<file path="src/verilog/alu_cfg.svh">
`ifndef ALU_CFG_SVH
`define ALU_CFG_SVH

// Response FIFO entries, and so the number of responses in flight.
`define ALU_FIFO_DEPTH 4

// Bit positions inside the Z80 flag byte.
`define FLAG_S 7
`define FLAG_Z 6
`define FLAG_5 5  // Undocumented, copied from F.
`define FLAG_H 4
`define FLAG_3 3  // Undocumented, copied from F.
`define FLAG_V 2
`define FLAG_N 1
`define FLAG_C 0

`endif

</file>
<file path="src/verilog/alu_pkg.sv">
package alu_pkg;

  typedef logic [7:0]  byte_t;   // 8-bit operand or result.
  typedef logic [15:0] word_t;   // 16-bit operand or result.
  typedef logic [7:0]  flags_t;  // S Z 5 H 3 V N C from bit 7 down to bit 0.

  // Z80 ALU function codes, in the order of the opcode group.
  typedef enum logic [3:0] {
    ALU_ADD = 4'd0,
    ALU_ADC = 4'd1,
    ALU_SUB = 4'd2,
    ALU_SBC = 4'd3,
    ALU_AND = 4'd4,
    ALU_XOR = 4'd5,
    ALU_OR  = 4'd6,
    ALU_CP  = 4'd7
  } alu_func_t;

  // An 8-bit request uses the low byte of x and y.
  typedef struct packed {
    alu_func_t func;
    logic      wide;  // Set for a 16-bit operation.
    word_t     x;
    word_t     y;
  } alu_req_t;

  typedef struct packed {
    word_t  result;   // Zero-extended for 8-bit requests.
    flags_t flags;
    logic   illegal;  // 16-bit logic request.
    logic   wb;       // Result should be written back.
  } alu_rsp_t;

endpackage

</file>
<file path="src/verilog/alu8.sv">
`timescale 1ns/10ps
`include "alu_cfg.svh"

module alu8 (
  input  alu_pkg::byte_t     x,
  input  alu_pkg::byte_t     y,
  input  alu_pkg::alu_func_t func,
  input  alu_pkg::flags_t    f_in,
  output alu_pkg::byte_t     out,
  output alu_pkg::flags_t    f
);

  logic           sub_op;
  logic           logic_op;
  logic           cin;
  alu_pkg::byte_t y_op;
  logic [8:0]     sum;
  alu_pkg::byte_t logic_res;

  always_comb begin
    sub_op = 1'b0;
    cin    = 1'b0;
    case (func)
      alu_pkg::ALU_ADC: cin = f_in[`FLAG_C];
      alu_pkg::ALU_SUB, alu_pkg::ALU_CP: begin
        sub_op = 1'b1;
        cin    = 1'b1;  // Two's complement of y.
      end
      alu_pkg::ALU_SBC: begin
        sub_op = 1'b1;
        cin    = ~f_in[`FLAG_C];  // A pending borrow removes the +1.
      end
      default: ;
    endcase
  end

  assign y_op = sub_op ? ~y : y;
  assign sum  = {1'b0, x} + {1'b0, y_op} + {8'h00, cin};

  assign logic_op = (func == alu_pkg::ALU_AND) || (func == alu_pkg::ALU_XOR) ||
                    (func == alu_pkg::ALU_OR);

  always_comb begin
    case (func)
      alu_pkg::ALU_AND: logic_res = x & y;
      alu_pkg::ALU_XOR: logic_res = x ^ y;
      default:          logic_res = x | y;
    endcase
  end

  always_comb begin
    f = f_in;  // Keeps bits 5 and 3.
    if (logic_op) begin
      out        = logic_res;
      f[`FLAG_H] = (func == alu_pkg::ALU_AND);
      f[`FLAG_V] = ~^logic_res;  // Set on even parity.
      f[`FLAG_N] = 1'b0;
      f[`FLAG_C] = 1'b0;
    end else begin
      out        = sum[7:0];
      f[`FLAG_H] = x[4] ^ y[4] ^ sum[4];  // Carry or borrow out of bit 3.
      f[`FLAG_V] = (x[7] == y_op[7]) && (sum[7] != x[7]);
      f[`FLAG_N] = sub_op;
      f[`FLAG_C] = sum[8] ^ sub_op;  // Borrow for subtraction.
    end
    f[`FLAG_S] = out[7];
    f[`FLAG_Z] = (out == 8'h00);
  end

endmodule

</file>
<file path="src/verilog/alu16.sv">
`timescale 1ns/10ps
`include "alu_cfg.svh"

module alu16 (
  input  alu_pkg::word_t     x,
  input  alu_pkg::word_t     y,
  input  alu_pkg::alu_func_t func,
  input  alu_pkg::flags_t    f_in,
  output alu_pkg::word_t     out,
  output alu_pkg::flags_t    f
);

  logic           sub_op;
  logic           cin;
  alu_pkg::word_t y_op;
  logic [16:0]    sum;

  // Only the add and subtract group is decoded here.
  always_comb begin
    sub_op = 1'b0;
    cin    = 1'b0;
    case (func)
      alu_pkg::ALU_ADC: cin = f_in[`FLAG_C];
      alu_pkg::ALU_SUB, alu_pkg::ALU_CP: begin
        sub_op = 1'b1;
        cin    = 1'b1;
      end
      alu_pkg::ALU_SBC: begin
        sub_op = 1'b1;
        cin    = ~f_in[`FLAG_C];
      end
      default: ;
    endcase
  end

  assign y_op = sub_op ? ~y : y;
  assign sum  = {1'b0, x} + {1'b0, y_op} + {16'h0000, cin};
  assign out  = sum[15:0];

  always_comb begin
    f          = f_in;
    f[`FLAG_S] = sum[15];
    f[`FLAG_Z] = (sum[15:0] == 16'h0000);
    f[`FLAG_H] = x[12] ^ y[12] ^ sum[12];  // Carry or borrow out of bit 11.
    f[`FLAG_V] = (x[15] == y_op[15]) && (sum[15] != x[15]);
    f[`FLAG_N] = sub_op;
    f[`FLAG_C] = sum[16] ^ sub_op;
  end

endmodule

</file>
<file path="src/verilog/alu_exec.sv">
`timescale 1ns/10ps

module alu_exec (
  input  logic              clk,
  input  logic              arst_n,
  input  alu_pkg::alu_req_t req,
  input  logic              accept,
  output alu_pkg::alu_rsp_t rsp
);

  alu_pkg::flags_t f_q;  // The F register.
  alu_pkg::byte_t  out8;
  alu_pkg::flags_t f8;
  alu_pkg::word_t  out16;
  alu_pkg::flags_t f16;
  logic            illegal;

  alu8 u_alu8 (
    .x    (req.x[7:0]),
    .y    (req.y[7:0]),
    .func (req.func),
    .f_in (f_q),
    .out  (out8),
    .f    (f8)
  );

  alu16 u_alu16 (
    .x    (req.x),
    .y    (req.y),
    .func (req.func),
    .f_in (f_q),
    .out  (out16),
    .f    (f16)
  );

  always_comb begin
    case (req.func)
      alu_pkg::ALU_ADD, alu_pkg::ALU_ADC, alu_pkg::ALU_SUB,
      alu_pkg::ALU_SBC, alu_pkg::ALU_CP: illegal = 1'b0;
      alu_pkg::ALU_AND, alu_pkg::ALU_XOR,
      alu_pkg::ALU_OR:                   illegal = req.wide;  // No 16-bit logic ops.
      default:                           illegal = 1'b1;
    endcase
  end

  always_comb begin
    rsp.illegal = illegal;
    rsp.wb      = !illegal && (req.func != alu_pkg::ALU_CP);  // CP only sets flags.
    if (illegal) begin
      rsp.result = '0;
      rsp.flags  = f_q;
    end else if (req.wide) begin
      rsp.result = out16;
      rsp.flags  = f16;
    end else begin
      rsp.result = {8'h00, out8};
      rsp.flags  = f8;
    end
  end

  always_ff @(posedge clk or negedge arst_n) begin
    if (!arst_n) begin
      f_q <= '0;
    end else if (accept && !illegal) begin
      f_q <= rsp.flags;
    end
  end

endmodule

</file>
<file path="src/verilog/result_fifo.sv">
`timescale 1ns/10ps
`include "alu_cfg.svh"

module result_fifo (
  input  logic              clk,
  input  logic              arst_n,
  input  alu_pkg::alu_rsp_t push_data,
  input  logic              push,
  output logic              full,
  output alu_pkg::alu_rsp_t pop_data,
  output logic              pop_valid,
  input  logic              pop_ready
);

  localparam int DEPTH = `ALU_FIFO_DEPTH;
  localparam int AW    = (DEPTH > 1) ? $clog2(DEPTH) : 1;
  localparam int CW    = $clog2(DEPTH + 1);

  alu_pkg::alu_rsp_t mem [DEPTH];
  logic [AW-1:0]     wr_ptr;
  logic [AW-1:0]     rd_ptr;
  logic [CW-1:0]     count;
  logic              pop;

  assign pop_valid = (count != '0);
  assign pop       = pop_valid && pop_ready;
  assign pop_data  = mem[rd_ptr];
  assign full      = (count == CW'(DEPTH)) && !pop;  // A pop this cycle frees a slot.

  always_ff @(posedge clk) begin
    if (push) begin
      mem[wr_ptr] <= push_data;
    end
  end

  always_ff @(posedge clk or negedge arst_n) begin
    if (!arst_n) begin
      wr_ptr <= '0;
      rd_ptr <= '0;
      count  <= '0;
    end else begin
      if (push) begin
        wr_ptr <= (wr_ptr == AW'(DEPTH - 1)) ? '0 : wr_ptr + 1'b1;
      end
      if (pop) begin
        rd_ptr <= (rd_ptr == AW'(DEPTH - 1)) ? '0 : rd_ptr + 1'b1;
      end
      case ({push, pop})
        2'b10:   count <= count + 1'b1;
        2'b01:   count <= count - 1'b1;
        default: ;  // Push with pop keeps the count.
      endcase
    end
  end

endmodule

</file>
<file path="src/verilog/alu_unit.sv">
`timescale 1ns/10ps

module alu_unit (
  input  logic              clk,
  input  logic              arst_n,
  input  alu_pkg::alu_req_t req,
  input  logic              req_valid,
  output logic              req_ready,
  output alu_pkg::alu_rsp_t rsp,
  output logic              rsp_valid,
  input  logic              rsp_ready
);

  alu_pkg::alu_rsp_t exec_rsp;
  logic              fifo_full;

  assign req_ready = ~fifo_full;

  // Each accepted request pushes its response in the same cycle.
  alu_exec u_exec (
    .clk    (clk),
    .arst_n (arst_n),
    .req    (req),
    .accept (req_valid && req_ready),
    .rsp    (exec_rsp)
  );

  result_fifo u_fifo (
    .clk       (clk),
    .arst_n    (arst_n),
    .push_data (exec_rsp),
    .push      (req_valid && !fifo_full),
    .full      (fifo_full),
    .pop_data  (rsp),
    .pop_valid (rsp_valid),
    .pop_ready (rsp_ready)
  );

endmodule

</file>
<file path="config.mk">
export PLATFORM = sky130hd
export DESIGN_NAME = alu_unit
export DESIGN_NICKNAME = d
export VERILOG_FILES = /design/src/verilog/alu_pkg.sv /design/src/verilog/alu8.sv /design/src/verilog/alu16.sv /design/src/verilog/alu_exec.sv /design/src/verilog/result_fifo.sv /design/src/verilog/alu_unit.sv
export VERILOG_INCLUDE_DIRS = /design/src /design/src/verilog
export SDC_FILE = /design/constraint.sdc
export NUM_CORES = 1
export LEC_CHECK = 0
export BUFFER_PORTS_ARGS = -buffer_cell sky130_fd_sc_hd__buf_2
export CELL_PAD_IN_SITES_DETAIL_PLACEMENT = 1
export CELL_PAD_IN_SITES_GLOBAL_PLACEMENT = 2
export CORE_MARGIN = 2
export CORE_UTILIZATION = 40
export CTS_CLUSTER_DIAMETER = 60
export CTS_CLUSTER_SIZE = 12
export DETAILED_ROUTE_END_ITERATION = 12
export PLACE_DENSITY = 0.77
export SYNTH_ARGS = -nofsm -noshare
export SYNTH_HDL_FRONTEND = slang
export SYNTH_SLANG_ARGS = --single-unit
</file>
<file path="constraint.sdc">
create_clock -name clk -period 4.55 [get_ports clk]
set_clock_uncertainty 0.05 [all_clocks]
set_input_delay 0.91 -clock clk [delete_from_list [all_inputs] [get_ports clk]]
set_output_delay 0.91 -clock clk [all_outputs]
set_load 0.01 [all_outputs]
</file>
Word-level counts from Yosys, hierarchy flattened
Memory sizes are Yosys's and may differ from the RTL's.
Cells that the tools add are included.
{"block": "classes", "addsub": 8, "eq_ne": 17, "mux": 16, "n_bitwise": 13, "n_reduce_logical": 23}
{"op": "2-to-1 mux 24 bit", "n": 2}
{"op": "adder 16 x 16 -> 17 bit", "n": 1}
{"op": "adder 17 x 1 -> 17 bit", "n": 1}
{"op": "== test 4 x 3 -> 1 bit (second input constant)", "n": 4}
{"op": "zero test 16 bit", "n": 1}
{"op": "2-to-1 mux 16 bit", "n": 1}
{"op": "2-to-1 mux 8 bit", "n": 2}
{"op": "inverter 16 bit", "n": 1}
{"op": "one-hot mux 8 bit (2 select lines)", "n": 1}
{"op": "adder 8 x 8 -> 9 bit", "n": 1}
{"op": "adder 9 x 1 -> 9 bit", "n": 1}
{"op": "AND 8 bit", "n": 1}
{"op": "== test 4 x 2 -> 1 bit (second input constant)", "n": 2}
{"op": "logical AND 1 bit", "n": 8}
{"op": "zero test 8 bit", "n": 1}
{"op": "inverter 8 bit", "n": 1}
{"op": "OR 8 bit", "n": 1}
{"op": "XNOR reduction 8 bit", "n": 1}
{"op": "bitwise XOR 8 bit", "n": 1}
{"op": "== test 2 bit (second input constant)", "n": 3}
{"op": "one-hot mux 3 bit (2 select lines)", "n": 1}
{"op": "OR reduction 3 bit", "n": 2}
{"op": "bitwise XOR 1 bit", "n": 6}
{"op": "OR reduction 5 bit", "n": 1}
{"op": "21 further kinds", "n": 32}
{"block": "word_totals", "register_bits": 15, "ram_bits": 104, "wordCells": 82, "n_memories": 1}
{"memory": "u_fifo.mem", "words": 4, "width": 26, "rd": 1, "rd_ports_with_merged_regs": 0, "write_ports": 1, "line_no": "result_fifo.sv:19", "text": "alu_pkg::alu_rsp_t mem [DEPTH];"}

Logic depth before layout (Yosys ltp)
Gate-level depths: netlist of the first run.
{"block": "depth", "word_depth": 11, "depth_mapped": 17}

By module
From an unflattened synthesis of the first run, not the netlist that was laid out.
{"block": "unflattened", "hier_cells": 555, "area_unflattened_um2": 7387.1}
{"module": "result_fifo", "n_inst": 1, "cells_each": 176, "area_per_inst_um2": 4239.1, "seq_area_each_um2": 3298.2}
{"module": "alu8", "n_inst": 1, "cells_each": 165, "area_per_inst_um2": 1261.2, "seq_area_each_um2": 0.0}
{"module": "alu16", "n_inst": 1, "cells_each": 146, "area_per_inst_um2": 1116.1, "seq_area_each_um2": 0.0}
{"module": "alu_exec", "n_inst": 1, "cells_each": 66, "area_per_inst_um2": 760.7, "seq_area_each_um2": 200.2}
{"module": "alu_unit", "n_inst": 1, "cells_each": 2, "area_per_inst_um2": 10.0, "seq_area_each_um2": 0.0}

Least setup slack after synthesis of the first run
No wires, ideal clock.
{"block": "synth_timing", "kind": "input-to-reg", "startpoint": "input req[33] in the netlist's numbering", "endpoint": "memory u_fifo.mem[0][8] in the netlist's numbering, data pin", "setup_time_ns": 0.219, "arrival_time_ns": 4.467, "slack_ns": -0.186, "stages": 17, "n_path_buf": 3, "cell_sequence": "buf_2 inv_1 nand2_1 and3b_1 clkbuf_1 buf_1 xnor2_1 fa_1 inv_1 fa_1 nor2b_2 o2111ai_2 a2111oi_2 nor2_1 a311oi_1 nand4b_1 o31ai_1"}
{"element": "start, declared", "line_no": "alu_unit.sv:6", "text": "input alu_pkg::alu_req_t req,"}
{"element": "end, declared", "line_no": "result_fifo.sv:19"}

==> results of run 1 <==
==> area by class of cell <==
type / count / area [sq um] / area share
flip-flops and latches: 109 / 3208 / 0.4306
multi-input cells: 370 / 3053 / 0.4098
repair buffers: 88 / 508.0 / 0.06819
well taps: 216 / 270.3 / 0.03628
clock buffers: 12 / 246.5 / 0.03309
inverters: 37 / 138.9 / 0.01864
clock inverters: 4 / 25.02 / 0.003359
==> through the flow <==
step	power, W	setup WS, ns	cell area (sq um)	hold WS, ns
finish	0.003527	0.4146	7450	0.4160
global route	0.003743	0.08668	7450	0.4181
CTS	0.003569	0.2724	7445	0.4056
detailed placement	0.002857	-0.08669	7173	0.4206
global placement	0.002808	0.1806	7173	0.4133
floorplan	0.002384	0.01043	6502	0.3966
==> cell families after synthesis <==
kind of cell,after synthesis,synth area share
compound gates,105,0.1121
xor+xnor,34,0.04795
fa+ha+maj,40,0.08049
buf+inv,60,0.03851
flops,109,0.4937
mux,43,0.1127
other cells,1,0.0005771
simple gates,146,0.1140
==> registers in the layout, summed over array words and instances, names as in the netlist <==
signal	count
u_fifo.rd_ptr	2
u_fifo.count	3
u_fifo.wr_ptr	2
u_exec.f_q	6
u_fifo.mem	96
==> cell usage in the layout (no fill, tap or decap), types with 14 or more instances in the layout <==
cell type	n
mux2i_1	18
inv_1	37
nor2_1	44
xnor2_1	30
buf_4	21
buf_2	66
o21ai_0	18
nand2_1	34
nor3_1	14
mux4_2	24
edfxtp_1	96
ha_1	37
a21oi_1	28
==> worst register-to-register path, cell delays in order (launching register included) <==
cell	delay, ns
dfrtp_1	0.42
nand3b_1	0.10
a21oi_1	0.14
nor2_1	0.06
nor2_1	0.11
fa_1	0.23
inv_1	0.06
fa_1	0.42
nor2b_2	0.20
o2111ai_2	0.17
a2111oi_2	0.44
nor2_1	0.07
a311oi_1	0.35
nand4b_1	0.19
o31ai_2	0.40
==> power breakdown <==
group | internal, W | switching, W
sequential | 0.00135 | 0.000149
clock | 0.000384 | 0.000326
combinational | 0.000607 | 0.000711
total | 0.00234 | 0.00119
==> path summary, 6_finish.rpt <==
kind                               start               end  slack (ns)
max                              req[33]  u_fifo.mem[3][8]        0.41
min                               arst_n   u_fifo.count[0]        0.42
max reg2reg                u_exec.f_q[0]  u_fifo.mem[3][8]        0.90
min reg2reg                u_exec.f_q[4]     u_exec.f_q[4]        0.43
max in group asynchronous         arst_n     u_exec.f_q[2]        3.76
min in group clk           u_exec.f_q[4]     u_exec.f_q[4]        0.43
==> repair_timing <==
action                                  CTS  global route
buffers inserted                          0             0
endpoints found under the setup margin    0             4
resized for setup                         0             1
==> metal layers <==
layer,wire length [microns],GRT usage,vias up
li1,-,-,2162
met1,7248,0.2488,2269
met2,7836,0.3275,85
met3,405,0.02585,23
met4,342,0.06280,0
met5,0,0,-
==> summary.txt, run 1 <==
Logic synthesis
  • EDFF count, synth: 96
  • Post-synth top area cell: edfxtp_1
  • Seq cells post-synth: between 100 and 150
  • Cells after Synth: 538
  • Ranking of synthesized cells by area: edfxtp_1 44%, mux4_2 8.3%, ha_1 7.1%, dfrtp_1 5.0%, xnor2_1 4.0%
  • Post-Syn Area: 0.006497 sq mm
  • Top-count cell post-synth: edfxtp_1
  • Yosys top cell area share: 0.4437
  • Sequential area share after synthesis: 0.4937
  • Yosys warns: 0
  • Mean Syn Cell Area: 12.08 sq um
  • Top_reg_cell synth: edfxtp_1
  • Distinct cells, synth: 72
  • FFs w/ async S/R, synth: 0.1193
  • Commonest cells post-synth: 96 x edfxtp_1, 44 x nor2_1, 37 x ha_1, 37 x inv_1, 34 x nand2_1

Floorplanning
  • Chip width: ~130 microns
  • Initial Util: 0.4090
  • Area of the core: 0.01589 sq mm
  • Row count: 46
  • Die area: 0.01728 sq mm
  • IO Pins: 69
  • Die height: 131.5 microns

Routing
  • Initial DRC count: between 200 and 250
  • DRC Markers: 0
  • ANT nets after route: 0
  • DR WL/cell: 18.94 microns
  • Vias per inst: roughly 5.4
  • Routed vias: 4539
  • WL final: around 16 mm
  • DRT Pass-1 Iters: 5

Clock network
  • Root buf cell: clkbuf_16
  • Worst-path clk slew: 0.07 ns
  • CTS tree: built
  • CTS sink count: 109
  • TritonCTS Buffers: 9
  • Clk_lat worst skew: 0.34 ns
  • # hold bufs at CTS: 0
  • Clk buf depth: 2
  • H-tree depth: 3

Global routing
  • Total Routing Usage GR: 0.1904
  • Initial antenna violation count: 0
  • Gr ovfl total: 0
  • Largest net degree at the start of global routing: 27
  • First-pass GRT wire length: roughly 26 mm
  • Vias in the first global route: 4841

Critical path
  • Critical path arrival: 4.21 ns
  • Slowest CP cell: a2111oi_2
  • Critical Path Fanout Max: 4
  • CP cell instances: buf_2 > inv_1 > nand2_1 > and3b_1 > xnor2_1 > fa_1 > inv_1 > fa_1 > nor2b_2 > o2111ai_2 > a2111oi_2 > nor2_1 > a311oi_1 > nand4b_1 > o31ai_2
  • Top cell family by delay on the critical path: compound AO/OA/AOI/OAI gates
  • Endpoint class of the critical path: flip-flop
  • CP Class: primary input to flip-flop
  • Reg2reg path depth: 14
  • CP required: between 4 and 5 ns
  • CP Depth: 15
  • CP Launch Type: primary input
  • Buf/Inv on CP: 3
  • Crit path largest cell delay: 0.44 ns

Place
  • Final GP Congestion: 0.8141
  • Post-DP HPWL: 12.17 mm
  • # port buffers: 66
  • Placed Cells: 820

Timing
  • Unrepaired setup endpoints after global routing: no
  • FMAX: 241.8 MHz
  • Setup_tns: 0 ns
  • Final hold violation count: 0
  • Final Max Slew Viols: 0
  • Setup Viol. Count Final: 0
  • Slew Limit Headroom: 0.2246
  • Final min period: between 4 and 5 ns
  • Worst slew pin tran: 1.163 ns
  • Tcrit/Tclk final: 0.9089

Power and ir drop
  • Leak: 2.901 nW
  • VDD IR-drop max: around 220 uV
  • Pwr Density: 473.4 mW/mm^2

Layout
  • # diodes: 0
  • Nets@finish: 696
  • Final Non-Filler Cells: approximately 840
  • Share of layout cells above drive strength 1: 0.2339
  • Fill cells: 1746
  • Layout Utilization: 0.4690
  • Syn-to-layout area delta: 14.65%

Min path
  • Hold WC Path Type: primary input to asynchronous set/reset pin

Outcome
  • Status: completed

Job
  • Max cap viols: 0
No activity file was read; power rests on OpenSTA's default activity.
==> run 2: changes to the inputs <==
--- a/config.mk
+++ b/config.mk
@@ -9,11 +9,13 @@
 export BUFFER_PORTS_ARGS = -buffer_cell sky130_fd_sc_hd__buf_2
 export CELL_PAD_IN_SITES_DETAIL_PLACEMENT = 1
 export CELL_PAD_IN_SITES_GLOBAL_PLACEMENT = 2
+export CORE_ASPECT_RATIO = 0.6
 export CORE_MARGIN = 2
 export CORE_UTILIZATION = 40
 export CTS_CLUSTER_DIAMETER = 60
 export CTS_CLUSTER_SIZE = 12
 export DETAILED_ROUTE_END_ITERATION = 12
+export GPL_ROUTABILITY_DRIVEN = 1
 export PLACE_DENSITY = 0.77
 export SYNTH_ARGS = -nofsm -noshare
 export SYNTH_HDL_FRONTEND = slang
==> run 2 against run 1 <==
Non-clock buffer count up 6; die area up 0.20%; sequential cell count unchanged; core utilization down 0.17 points; register-to-register slack worse by 0.13 ns; hold slack lost 0.011 ns; cell count down 0.12%; routed wire length rose by 10%; critical path depth did not move; count of clock-buffer cells in the layout is 3 lower; sequential power fell by 3%; critical path type unchanged; critical endpoint is now u_fifo.mem[2][6].
==> summary.txt, run 2 (synthesis gave the netlist of run 1 again) <==
Outcome
  • Status: completed

Global routing
  • Vias in the first global route: 4848 (+0.14%)
  • Total Routing Usage GR: 0.2103 (+0.01989)
  • Met1 usage: 0.3178 (+0.06903)
  • First-pass GRT wire length: 27.38 mm (+5.4%)
  • Met2 GRT Util: 0.3191 (-0.008428)
  • Largest net degree at the start of global routing: 20 (-26%)
  • Initial antenna violation count: 0 (unchanged)
  • Met3 Usage GRT: 0.04338 (+0.01753)
  • Grt peak-use layer: met2
  • Gr ovfl total: 0 (unchanged)

Routing
  • DRT Pass-1 Iters: 5 (unchanged)
  • Routed vias: 4634 (+2.1%)
  • Vias per inst: 5.550 (+2.2%)
  • WL final: 17.43 mm (+10%)
  • DR WL/cell: 20.87 microns (+10%)
  • Initial DRC count: 260 (+6.1%)
  • DRC Markers: 0 (unchanged)
  • ANT nets after route: 0 (unchanged)

Timing
  • Final min period: 4.236 ns (+0.1006 ns)
  • Tcrit/Tclk final: 0.9310 (+0.02212)
  • Setup Viol. Count Final: 0 (unchanged)
  • Unrepaired setup endpoints after global routing: no
  • Final worst setup slack: 0.3139 ns (-0.1006 ns)
  • Worst slew pin tran: 0.6910 ns (-0.4721 ns)
  • Slew Limit Headroom: 0.5376 (+0.3130)
  • FMAX: 236.1 MHz (-2.4%)
  • Final hold violation count: 0 (unchanged)
  • Final Max Slew Viols: 0 (unchanged)
  • Hold Worst Slack: 0.4054 ns (-0.01051 ns)

Min path
  • Hold WC Path Type: primary input to asynchronous set/reset pin

Clock network
  • Clk_lat worst skew: 0.35 ns (about the same)
  • Clk buf depth: 2 (unchanged)
  • H-tree depth: 3 (unchanged)
  • Worst-path clk slew: 0.08 ns (about the same)
  • CTS sink count: 109 (unchanged)
  • # hold bufs at CTS: 0 (unchanged)
  • TritonCTS Buffers: 9 (unchanged)
  • Root buf cell: clkbuf_16
  • CTS tree: built

Critical path
  • Critical Path Fanout Max: 12 (+8)
  • CP Class: primary input to flip-flop
  • Slowest CP cell: a21oi_1
  • Critical path arrival: 4.41 ns (+0.20 ns)
  • Crit path largest cell delay: 0.41 ns (-0.03 ns)
  • Endpoint class of the critical path: flip-flop
  • CP required: 4.72 ns (+0.10 ns)
  • Reg2reg path depth: 16 (+2)
  • CP Launch Type: primary input
  • CP cell instances: buf_2 > inv_1 > nand2_1 > and3b_1 > buf_4 > xnor2_1 > ha_1 > a21o_1 > a21oi_1 > o21ai_0 > a21oi_1 > xnor3_1 > a21o_1 > o21ai_0 > buf_4

Floorplanning
  • Die height: 102.7 microns (-22%)
  • Area of the core: 0.01608 sq mm (+1.2%)
  • Initial Util: 0.4041 (-0.004965)
  • Row count: 36 (-22%)
  • IO Pins: 69 (unchanged)
  • Chip width: 168.5 microns (+28%)
  • Die area: 0.01731 sq mm (+0.20%)

Layout
  • Most frequent cells in the layout: 96 x edfxtp_1, 66 x buf_2, 44 x nor2_1
  • Commonest non-fill, non-tap cell in the layout: edfxtp_1
  • Max reg flops: 96 (unchanged)
  • Syn-to-layout area delta: 15.64%
  • Nets@finish: 702 (+0.86%)
  • Biggest regs: u_fifo.mem: 96 flops, u_exec.f_q: 6 flops, u_fifo.count: 3 flops
  • Share of layout cells above drive strength 1: 0.2444 (+0.01054)
  • # diodes: 0 (unchanged)
  • Most flops, register: u_fifo.mem

Power and ir drop
  • Logic gate share of total power: 0.384 (+0.010)
  • Pwr Density: 491.6 mW/mm^2 (+3.8%)
  • Switch share: 0.3484 (+0.01227)
  • Clock Power Share: 0.220 (+0.019)
  • Switch Pwr: 0.001287 W (+8.5%)
  • Register share of total power: 0.397 (-0.028)
  • VDD IR-drop max: 252.9 uV (+15%)
  • Leak: 2.944 nW (+1.5%)
  • Power consumption: 0.003694 W (+4.7%)
  • Cell Int Power: 0.002407 W (+2.8%)

Place
  • # port buffers: 66 (unchanged)
  • Final GP Congestion: 0.8441 (+3.7%)
  • Post-DP HPWL: 13.50 mm (+11%)
  • Dpl ws: -0.08620 ns (+0.0004934 ns)

Job
  • Max cap viols: 0 (unchanged)
run 2: cell types whose count changed in the layout (fill, tap and decap cells not counted), sizes merged:
| cell | previous run | this run |
|---|---|---|
| inv | 37 | 38 |
| buf | 88 | 94 |
| clkinv | 2 | 3 |
| clkbuf | 12 | 9 |
| bufinv | 0 | 1 |
run 2: final timing paths:
kind | startpoint | end | slack (ns)
worst min register to register | u_fifo.count[2] | u_fifo.count[2] | 0.43
worst max-delay path | req[33] | u_fifo.mem[2][6] | 0.31
worst min-delay path | arst_n | u_fifo.count[0] | 0.41
min in group clk | u_fifo.count[2] | u_fifo.count[2] | 0.43
worst max register to register | u_exec.f_q[0] | u_fifo.mem[2][6] | 0.77
max in group asynchronous | arst_n | u_exec.f_q[6] | 3.78
run 2: area by class of cell:
type	count	area, sq um
Clock buffer	9	225.2
Clock inverter	7	86.33
Fill cell	1750	8567
Inverter	37	138.9
Multi-Input combinational cell	370	3053
Sequential cell	109	3208
Tap cell	209	261.5
Timing Repair Buffer	94	540.5
run 2: power groups by stage:
stage               Clock (W)  Sequential [W]  Combinational [W]
global placement            0         0.00147            0.00139
CTS                  0.000829         0.00147            0.00143
detailed placement          0         0.00149            0.00143
finish               0.000812         0.00146            0.00142
global route         0.000866         0.00149            0.00156
floorplan                   0         0.00142           0.000966
run 2: metal layers:
layer	up-vias	wire length [microns]	share of wire
met5	-	0	0
met3	6	874	0.050
met2	123	7557	0.43
li1	2181	-	-
met1	2324	8954	0.51
met4	0	41	0.0024
run 2: timing repair:
| item | CTS | global route |
|---|---|---|
| buffers inserted | 0 | 0 |
| endpoints found under the setup margin | 0 | 4 |
| endpoints found under the hold margin | 0 | 0 |
| resized for setup | 0 | 1 |
run 2: worst max-delay path, delay by kind of cell:
| family | cells | cell delay, ns |
|---|---|---|
| buffers and inverters | 4 | 0.66 |
| AO/OA/AOI/OAI | 6 | 1.64 |
| adder cells (fa/ha/maj) | 1 | 0.35 |
| AND/OR/NAND/NOR | 2 | 0.31 |
| XOR/XNOR | 2 | 0.53 |
run 2: metrics by stage:
stage | std cells | setup TNS [ns] | utilization | instance area (sq um)
after CTS | 835 | 0 | 0.4669 | 7508
final | 835 | 0 | 0.4672 | 7513
after floorplan | 539 | 0 | - | 6502
after detailed placement | 819 | -0.4643 | 0.4476 | 7197
after global placement | 819 | 0 | 0.4476 | 7197
after global routing | 835 | 0 | 0.4672 | 7513
